--- src/verilog/alu_params.svh ---
`ifndef ALU_PARAMS_SVH
`define ALU_PARAMS_SVH

// datapath width of the stack machine.
`define ALU_WIDTH 16

// width of one short argument field in the instruction.
`define ARG_WIDTH 4

`endif

--- src/verilog/alu_pkg.sv ---
package alu_pkg;

	typedef enum logic [3:0] {
		ADD   = 4'd0,
		ADC   = 4'd1,
		SUB   = 4'd2,
		SBC   = 4'd3,
		AND   = 4'd4,
		OR    = 4'd5,
		XOR   = 4'd6,
		NOT   = 4'd7,
		SHL   = 4'd8,
		SHR   = 4'd9,
		ASR   = 4'd10,
		ROL   = 4'd11,
		ROR   = 4'd12,
		PASSB = 4'd13,
		INC   = 4'd14,
		DEC   = 4'd15
	} aluOp_e;

	// both selectors have a zero source, so the literal carries its side.
	typedef enum logic [2:0] {
		REGA  = 3'd0,
		ARGA  = 3'd1,
		ARGBA = 3'd2,
		ZEROA = 3'd3
	} aluaSrc_e;

	typedef enum logic [2:0] {
		REGB  = 3'd0,
		ARGB  = 3'd1,
		ARGB5 = 3'd2,
		ONE   = 3'd3,
		ZEROB = 3'd4
	} alubSrc_e;

	typedef enum logic [1:0] {
		RUN    = 2'd0, // all flags from the alu.
		SETC   = 2'd1,
		CLRC   = 2'd2,
		CLRALL = 2'd3
	} ccMode_e;

endpackage

--- src/verilog/operandSelect.sv ---
`timescale 1ns/1ps
`include "alu_params.svh"

module operandSelect (
	input  logic                  CLK,
	input  logic                  arstN,
	input  logic [`ALU_WIDTH-1:0] regA,
	input  logic [`ALU_WIDTH-1:0] regB,
	input  logic [`ARG_WIDTH-1:0] argA,
	input  logic [`ARG_WIDTH-1:0] argB,
	input  logic                  b5,
	input  alu_pkg::aluaSrc_e     aluaSrc,
	input  alu_pkg::alubSrc_e     alubSrc,
	input  alu_pkg::aluOp_e       aluOp,
	input  logic                  ccLd,
	input  alu_pkg::ccMode_e      ccMode,
	output logic [`ALU_WIDTH-1:0] opA,
	output logic [`ALU_WIDTH-1:0] opB,
	output alu_pkg::aluOp_e       opS1,
	output logic                  ccLdS1,
	output alu_pkg::ccMode_e      ccModeS1
);
	import alu_pkg::*;

	logic [`ALU_WIDTH-1:0] muxA;
	logic [`ALU_WIDTH-1:0] muxB;

	always_comb begin
		case (aluaSrc)
			REGA:    muxA = regA;
			ARGA:    muxA = `ALU_WIDTH'(argA);
			ARGBA:   muxA = `ALU_WIDTH'({argB, argA}); // argB is the high nibble.
			ZEROA:   muxA = '0;
			default: muxA = '0;
		endcase
	end

	always_comb begin
		case (alubSrc)
			REGB:    muxB = regB;
			ARGB:    muxB = `ALU_WIDTH'(argB);
			ARGB5:   muxB = `ALU_WIDTH'({b5, argB}); // 5-bit immediate.
			ONE:     muxB = `ALU_WIDTH'(1);
			ZEROB:   muxB = '0;
			default: muxB = '0;
		endcase
	end

	// operands, opcode and cc controls of one instruction move together.
	always_ff @(posedge CLK or negedge arstN) begin
		if (!arstN) begin
			opA      <= '0;
			opB      <= '0;
			opS1     <= ADD;
			ccLdS1   <= 1'b0;
			ccModeS1 <= RUN;
		end else begin
			opA      <= muxA;
			opB      <= muxB;
			opS1     <= aluOp;
			ccLdS1   <= ccLd;
			ccModeS1 <= ccMode;
		end
	end

endmodule

--- src/verilog/aluCore.sv ---
`timescale 1ns/1ps
`include "alu_params.svh"

module aluCore (
	input  logic                  CLK,
	input  logic                  arstN,
	input  logic [`ALU_WIDTH-1:0] opA,
	input  logic [`ALU_WIDTH-1:0] opB,
	input  alu_pkg::aluOp_e       opS1,
	input  logic                  ccLdS1,
	input  alu_pkg::ccMode_e      ccModeS1,
	input  logic                  ccCarry,
	output logic [`ALU_WIDTH-1:0] resS2,
	output logic                  zeroS2,
	output logic                  carryS2,
	output logic                  signS2,
	output logic                  parityS2,
	output logic                  ccLdS2,
	output alu_pkg::ccMode_e      ccModeS2
);
	import alu_pkg::*;

	logic                  carryIn;
	logic [`ALU_WIDTH:0]   aExt;
	logic [`ALU_WIDTH:0]   bExt;
	logic [`ALU_WIDTH:0]   cinExt;
	logic [`ALU_WIDTH:0]   sum;
	logic [`ALU_WIDTH-1:0] resNext;
	logic                  carryNext;

	// The load still sitting in stage 2 reaches the latch at the next edge.
	// Taking its carry here lets back-to-back ADC and SBC run without a stall.
	always_comb begin
		if (ccLdS2) begin
			case (ccModeS2)
				RUN:     carryIn = carryS2;
				SETC:    carryIn = 1'b1;
				default: carryIn = 1'b0; // CLRC and CLRALL.
			endcase
		end else begin
			carryIn = ccCarry;
		end
	end

	assign aExt   = {1'b0, opA};
	assign bExt   = {1'b0, opB};
	assign cinExt = {{`ALU_WIDTH{1'b0}}, carryIn};

	always_comb begin
		sum = '0;
		case (opS1)
			ADD:     sum = aExt + bExt;
			ADC:     sum = aExt + bExt + cinExt;
			SUB:     sum = aExt - bExt; // bit 16 is the borrow.
			SBC:     sum = aExt - bExt - cinExt;
			INC:     sum = aExt + (`ALU_WIDTH+1)'(1);
			DEC:     sum = aExt - (`ALU_WIDTH+1)'(1);
			default: sum = '0;
		endcase
	end

	always_comb begin
		case (opS1)
			ADD, ADC, SUB, SBC, INC, DEC: begin
				resNext   = sum[`ALU_WIDTH-1:0];
				carryNext = sum[`ALU_WIDTH];
			end
			AND: begin
				resNext   = opA & opB;
				carryNext = 1'b0;
			end
			OR: begin
				resNext   = opA | opB;
				carryNext = 1'b0;
			end
			XOR: begin
				resNext   = opA ^ opB;
				carryNext = 1'b0;
			end
			NOT: begin
				resNext   = ~opA;
				carryNext = 1'b0;
			end
			SHL: begin
				resNext   = {opA[`ALU_WIDTH-2:0], 1'b0};
				carryNext = opA[`ALU_WIDTH-1];
			end
			SHR: begin
				resNext   = {1'b0, opA[`ALU_WIDTH-1:1]};
				carryNext = opA[0];
			end
			ASR: begin
				resNext   = {opA[`ALU_WIDTH-1], opA[`ALU_WIDTH-1:1]}; // sign kept.
				carryNext = opA[0];
			end
			ROL: begin
				resNext   = {opA[`ALU_WIDTH-2:0], opA[`ALU_WIDTH-1]};
				carryNext = opA[`ALU_WIDTH-1];
			end
			ROR: begin
				resNext   = {opA[0], opA[`ALU_WIDTH-1:1]};
				carryNext = opA[0];
			end
			PASSB: begin
				resNext   = opB;
				carryNext = 1'b0;
			end
			default: begin
				resNext   = '0;
				carryNext = 1'b0;
			end
		endcase
	end

	always_ff @(posedge CLK or negedge arstN) begin
		if (!arstN) begin
			resS2    <= '0;
			zeroS2   <= 1'b0;
			carryS2  <= 1'b0;
			signS2   <= 1'b0;
			parityS2 <= 1'b0;
			ccLdS2   <= 1'b0;
			ccModeS2 <= RUN;
		end else begin
			resS2    <= resNext;
			zeroS2   <= (resNext == '0);
			carryS2  <= carryNext;
			signS2   <= resNext[`ALU_WIDTH-1];
			parityS2 <= ^resNext; // set on an odd count of ones.
			ccLdS2   <= ccLdS1;
			ccModeS2 <= ccModeS1;
		end
	end

endmodule

--- src/verilog/condCodeLatch.sv ---
`timescale 1ns/1ps
`include "alu_params.svh"

module condCodeLatch (
	input  logic             CLK,
	input  logic             arstN,
	input  logic             zeroS2,
	input  logic             carryS2,
	input  logic             signS2,
	input  logic             parityS2,
	input  logic             ccLdS2,
	input  alu_pkg::ccMode_e ccModeS2,
	output logic             ccZero,
	output logic             ccCarry,
	output logic             ccSign,
	output logic             ccParity
);
	import alu_pkg::*;

	// flags only move on a load strobe.
	always_ff @(posedge CLK or negedge arstN) begin
		if (!arstN) begin
			ccZero   <= 1'b0;
			ccCarry  <= 1'b0;
			ccSign   <= 1'b0;
			ccParity <= 1'b0;
		end else if (ccLdS2) begin
			case (ccModeS2)
				RUN: begin
					ccZero   <= zeroS2;
					ccCarry  <= carryS2;
					ccSign   <= signS2;
					ccParity <= parityS2;
				end
				SETC: begin
					ccCarry <= 1'b1; // others kept.
				end
				CLRC: begin
					ccCarry <= 1'b0;
				end
				CLRALL: begin
					ccZero   <= 1'b0;
					ccCarry  <= 1'b0;
					ccSign   <= 1'b0;
					ccParity <= 1'b0;
				end
				default: begin
					ccCarry <= ccCarry;
				end
			endcase
		end
	end

endmodule

--- src/verilog/fullAlu.sv ---
`timescale 1ns/1ps
`include "alu_params.svh"

module fullAlu (
	input  logic                  CLK,
	input  logic                  arstN,
	input  logic [`ALU_WIDTH-1:0] regA,
	input  logic [`ALU_WIDTH-1:0] regB,
	input  alu_pkg::aluOp_e       aluOp,
	input  alu_pkg::aluaSrc_e     aluaSrc,
	input  alu_pkg::alubSrc_e     alubSrc,
	input  logic [`ARG_WIDTH-1:0] argA,
	input  logic [`ARG_WIDTH-1:0] argB,
	input  logic                  b5,
	input  logic                  ccLd,
	input  alu_pkg::ccMode_e      ccMode,
	output logic [`ALU_WIDTH-1:0] aluR,
	output logic                  ccZero,
	output logic                  ccCarry,
	output logic                  ccSign,
	output logic                  ccParity
);
	import alu_pkg::*;

	logic [`ALU_WIDTH-1:0] opA;
	logic [`ALU_WIDTH-1:0] opB;
	aluOp_e                opS1;
	logic                  ccLdS1;
	ccMode_e               ccModeS1;

	logic [`ALU_WIDTH-1:0] resS2;
	logic                  zeroS2;
	logic                  carryS2;
	logic                  signS2;
	logic                  parityS2;
	logic                  ccLdS2;
	ccMode_e               ccModeS2;

	operandSelect uOperandSelect (
		.CLK      (CLK),
		.arstN    (arstN),
		.regA     (regA),
		.regB     (regB),
		.argA     (argA),
		.argB     (argB),
		.b5       (b5),
		.aluaSrc  (aluaSrc),
		.alubSrc  (alubSrc),
		.aluOp    (aluOp),
		.ccLd     (ccLd),
		.ccMode   (ccMode),
		.opA      (opA),
		.opB      (opB),
		.opS1     (opS1),
		.ccLdS1   (ccLdS1),
		.ccModeS1 (ccModeS1)
	);

	aluCore uAluCore (
		.CLK      (CLK),
		.arstN    (arstN),
		.opA      (opA),
		.opB      (opB),
		.opS1     (opS1),
		.ccLdS1   (ccLdS1),
		.ccModeS1 (ccModeS1),
		.ccCarry  (ccCarry), // carry-in from the latch.
		.resS2    (resS2),
		.zeroS2   (zeroS2),
		.carryS2  (carryS2),
		.signS2   (signS2),
		.parityS2 (parityS2),
		.ccLdS2   (ccLdS2),
		.ccModeS2 (ccModeS2)
	);

	condCodeLatch uCondCodeLatch (
		.CLK      (CLK),
		.arstN    (arstN),
		.zeroS2   (zeroS2),
		.carryS2  (carryS2),
		.signS2   (signS2),
		.parityS2 (parityS2),
		.ccLdS2   (ccLdS2),
		.ccModeS2 (ccModeS2),
		.ccZero   (ccZero),
		.ccCarry  (ccCarry),
		.ccSign   (ccSign),
		.ccParity (ccParity)
	);

	assign aluR = resS2;

endmodule

--- config.mk ---
export PLATFORM = sky130hd
export DESIGN_NAME = fullAlu
export DESIGN_NICKNAME = d
export VERILOG_FILES = /design/src/verilog/alu_pkg.sv /design/src/verilog/operandSelect.sv /design/src/verilog/aluCore.sv /design/src/verilog/condCodeLatch.sv /design/src/verilog/fullAlu.sv
export VERILOG_INCLUDE_DIRS = /design/src /design/src/verilog
export SDC_FILE = /design/constraint.sdc
export NUM_CORES = 1
export LEC_CHECK = 0
export BUFFER_PORTS_ARGS = -buffer_cell sky130_fd_sc_hd__buf_2
export CAP_MARGIN = 20
export CELL_PAD_IN_SITES_DETAIL_PLACEMENT = 2
export CELL_PAD_IN_SITES_GLOBAL_PLACEMENT = 2
export CORE_UTILIZATION = 39
export CTS_CLUSTER_SIZE = 12
export DETAILED_ROUTE_END_ITERATION = 7
export GPL_TIMING_DRIVEN = 0
export PLACE_DENSITY_LB_ADDON = 0.1
export SLEW_MARGIN = 30
export SYNTH_ARGS = -nofsm -noshare
export SYNTH_HDL_FRONTEND = slang
export SYNTH_SLANG_ARGS = --single-unit
--- constraint.sdc ---
create_clock -name CLK -period 8.3 [get_ports CLK]
set_input_delay 0.83 -clock CLK [delete_from_list [all_inputs] [get_ports CLK]]
set_output_delay 0.83 -clock CLK [all_outputs]
set_load 0.02 [all_outputs]
==> metrics.txt <==
MaxCap Viol Count 0; Ant. Diodes 0; net switching power around 0.00050 W; crit share post-route 83.63%; final worst clock skew 13.18 ps; final setup violation count 0; proportion of register bits with asynchronous set or reset after synthesis 100.0%; Die Ht around 140 um; share of total power in sequential cells 29.2%; Critical Setup Path Class reg -> reg; clock tree root driver cell clkbuf_16; quantity of gates resized following cts 0; CTS hold repair buffers 0; peak supply drop 0.00008779 V; antenna-violating nets left 0; GR Util met2 60.10%; upper clock frequency limit around 0.14 GHz; minimum clock period after layout 6942 ps; reported leakage power 3.744 nW; initial core utilization 39.91%; Post-Synthesis Mean Instance Area 7.984 um^2; source-to-sink clock delay at the later pin of the worst-skew pair between 300 and 400 ps; Remaining Overflow, GRT 0; routed length per instance roughly 26 um; element type at the critical path start flop; post-CTS setup repair buffer count 0; number of remaining DRC errors 0; Post-Synthesis Net Count 1117; CP required 8560 ps; sequential cell area fraction in the yosys report roughly a fifth; Final Hold Viols 0; number of buffers between clock root and the deepest sink 2; placed cell area 8517 um^2; final cell area excluding filler cells 8812 um^2; vias per cell about 6.4; number of input and output port buffers inserted 72; worst r2r src uOperandSelect.opS1[1]$_DFF_PN0_; core area 19530 um^2; dominant synthesized flop cell dfrtp_1; Total Wirelength 35010 um; TritonCTS clock tree yes; result of the run complete, no violations; pwr dens 142.4 nW/um^2; layout cell share with drive strength beyond 1 12.22%; global-route wire length before repair 53020 um; total via count in the routed design 8458; floorplan die area 20550 um^2; Worst setup startpoint uOperandSelect.opS1[1]$_DFF_PN0_; RSZ-0062 raised after global routing no; M1 GR Usage roughly 45%; largest net degree at the start of global routing 34; cell area after technology mapping 7792 um^2; synthesized instance count a little under 1k; signal arrival time at the worst endpoint 7210 ps; GRT Resource Usage Total 35.22%; launch instance of the worst min-delay path uOperandSelect.ccModeS1[1]$_DFF_PN0_; total number of nets in the final design 1201; final weighted congestion in routability-driven placement between 0.9 and 1; antenna violations before repair 1; area added between synthesis and finish 13.09%; highest fanout seen on the critical path 17; Ys Warns 0; type of the tightest min-delay check reg -> reg; Comb pwr share 40.8%; summed negative setup slack over all endpoints 0 ps; IO Count 76; violation count after the first detailed-route iteration 518; global-route layer with the greatest usage met2; synthesized flop and latch total 65; number of search-and-repair iterations in the first detailed-routing pass 5; transition time at the pin with the least slew margin 932.4 ps; kind of end point of the critical path flop; HPWL Detailed between 20000 and 30000 um; global routing usage on met3 between 5 and 6%; Post-synth EDFFs 0; number of global-route vias before repair 8859; Worst-path clk slew approximately 60 ps; number of slew-limit violations in the final report 0; fraction of power spent switching nets 40.15%; total clock sinks 65; number of unique standard cell types used by synthesis between 80 and 90; number of buffers inserted during clock tree synthesis 9; depth of the CTS H-tree 3; internal power summed over all cells between 0.0007 and 0.0008 W; row cnt 51; die width 143.4 um; max_slew headroom 37.84%; clock network fraction of design power 30.0%
placed cells by master, fill, tap and decap left out, drive strengths merged, types with 27 or more instances in the layout:
master	n
ha	82
nor2	73
inv	67
nand2	86
a21oi	75
xnor2	47
dfrtp	65
and2	27
o21ai	47
buf	89
nor3	29
clkbuf	46
logic make-up after synthesis:
| group | after synthesis | synth area share (%) |
|---|---|---|
| multiplexers | 19 | 2.697 |
| adder cells (fa/ha/maj) | 85 | 13.94 |
| buffers and inverters | 118 | 6.102 |
| AND/OR/NAND/NOR | 310 | 20.23 |
| flip-flops | 65 | 20.87 |
| XOR/XNOR | 68 | 7.739 |
| AO/OA/AOI/OAI | 311 | 28.42 |
cells in the mapped netlist (all sizes together), types with 6 or more instances:
library cell	n	share of area (%)
and2	27	2.2
ha	82	13
inv	67	3.2
o22ai	10	0.80
xor2	21	2.4
mux2i	15	1.9
a32o	7	0.90
xnor2	47	5.4
o21ai	47	3.0
o211ai	19	1.8
nor3	29	1.9
nand4	10	0.96
a211oi	16	1.7
nand2	86	4.1
o21bai	6	0.58
nand2b	13	1.0
buf	16	1.2
a21o	13	1.3
dfrtp	65	21
and3	10	0.80
nor4	9	1.0
o31ai	8	0.95
nor2	73	3.5
nor2b	7	0.66
nand3	16	1.0
a22oi	16	1.5
a31oi	8	0.64
a221oi	12	1.3
a21oi	75	4.8
clkbuf	33	1.6
or4	6	0.67
o221ai	12	1.3
or3	8	0.71
power by group through the flow:
| stage | logic [W] | registers (W) | clock network, W |
|---|---|---|---|
| after global routing | 0.000548 | 0.000370 | 0.000391 |
| after CTS | 0.000502 | 0.000366 | 0.000382 |
| after detailed placement | 0.000497 | 0.000372 | 0 |
| after global placement | 0.000478 | 0.000370 | 0 |
| after floorplan | 0.000317 | 0.000378 | 0 |
| final | 0.000511 | 0.000367 | 0.000376 |
critical path: stages, from the launching register on:
cell and delay, ps:
dfrtp_1 340, clkbuf_1 400, clkinv_1 490, nor2_1 270
clkbuf_1 490, and2_1 830, ha_1 430, a21o_1 180
a21o_1 220, a2111oi_0 660, o211ai_1 330, a22o_1 310
nor2_1 190, nor4b_1 100, a211o_1 280, o41ai_1 520
ha_1 340, xnor2_1 190, xnor2_1 150, xnor2_1 130
registers in the layout, indices dropped and copies added (netlist names), 2 cells and up:
| signal | count |
|---|---|
| uAluCore.resS2 | 16 |
| uOperandSelect.opA | 16 |
| uOperandSelect.opB | 16 |
| uOperandSelect.opS1 | 4 |
| uAluCore.ccModeS2 | 2 |
| uOperandSelect.ccModeS1 | 2 |
metrics by stage:
stage | setup slack (ps) | utilization (%) | hold WS [ps] | power (W) | std cells
2_1_floorplan | 3507 | - | 331.2 | 0.0006955 | 976
3_3_place_gp | 1695 | 43.45 | 334.4 | 0.0008476 | 1313
4_1_cts | 1441 | 45.07 | 351.6 | 0.001251 | 1329
5_1_grt | 1101 | 45.13 | 369.4 | 0.001309 | 1329
6_report | 1358 | 45.13 | 348.1 | 0.001255 | 1329
3_5_place_dp | 1551 | 43.62 | 338.1 | 0.0008688 | 1314
final timing paths:
check	slack, ps	cells after the start	to
min in group asynchronous	430	1	uAluCore.carryS2$_DFF_PN0_
min reg2reg	350	0	uAluCore.ccModeS2[1]$_DFF_PN0_
max in group asynchronous	7330	2	uOperandSelect.opB[3]$_DFF_PN0_
max	1360	19	uAluCore.parityS2$_DFF_PN0_
min	350	0	uAluCore.ccModeS2[1]$_DFF_PN0_
max reg2reg	1360	19	uAluCore.parityS2$_DFF_PN0_
final cells by class:
| class | instances | area, um^2 |
|---|---|---|
| Buffer | 49 | 216.5 |
| Clock buffer | 13 | 270.3 |
| Clock inverter | 2 | 12.51 |
| Fill cell | 2307 | 10710 |
| Inverter | 69 | 259.0 |
| Multi-Input combinational cell | 793 | 5713 |
| Sequential cell | 65 | 1627 |
| Tap cell | 265 | 331.6 |
| Timing Repair Buffer | 73 | 382.9 |
layer usage:
metal	wire (um)	share of wire, %
met4	1041	3.0
met5	0	0
met2	16760	48
met3	2328	6.6
met1	14880	42
No activity file was read; power rests on OpenSTA's default activity.
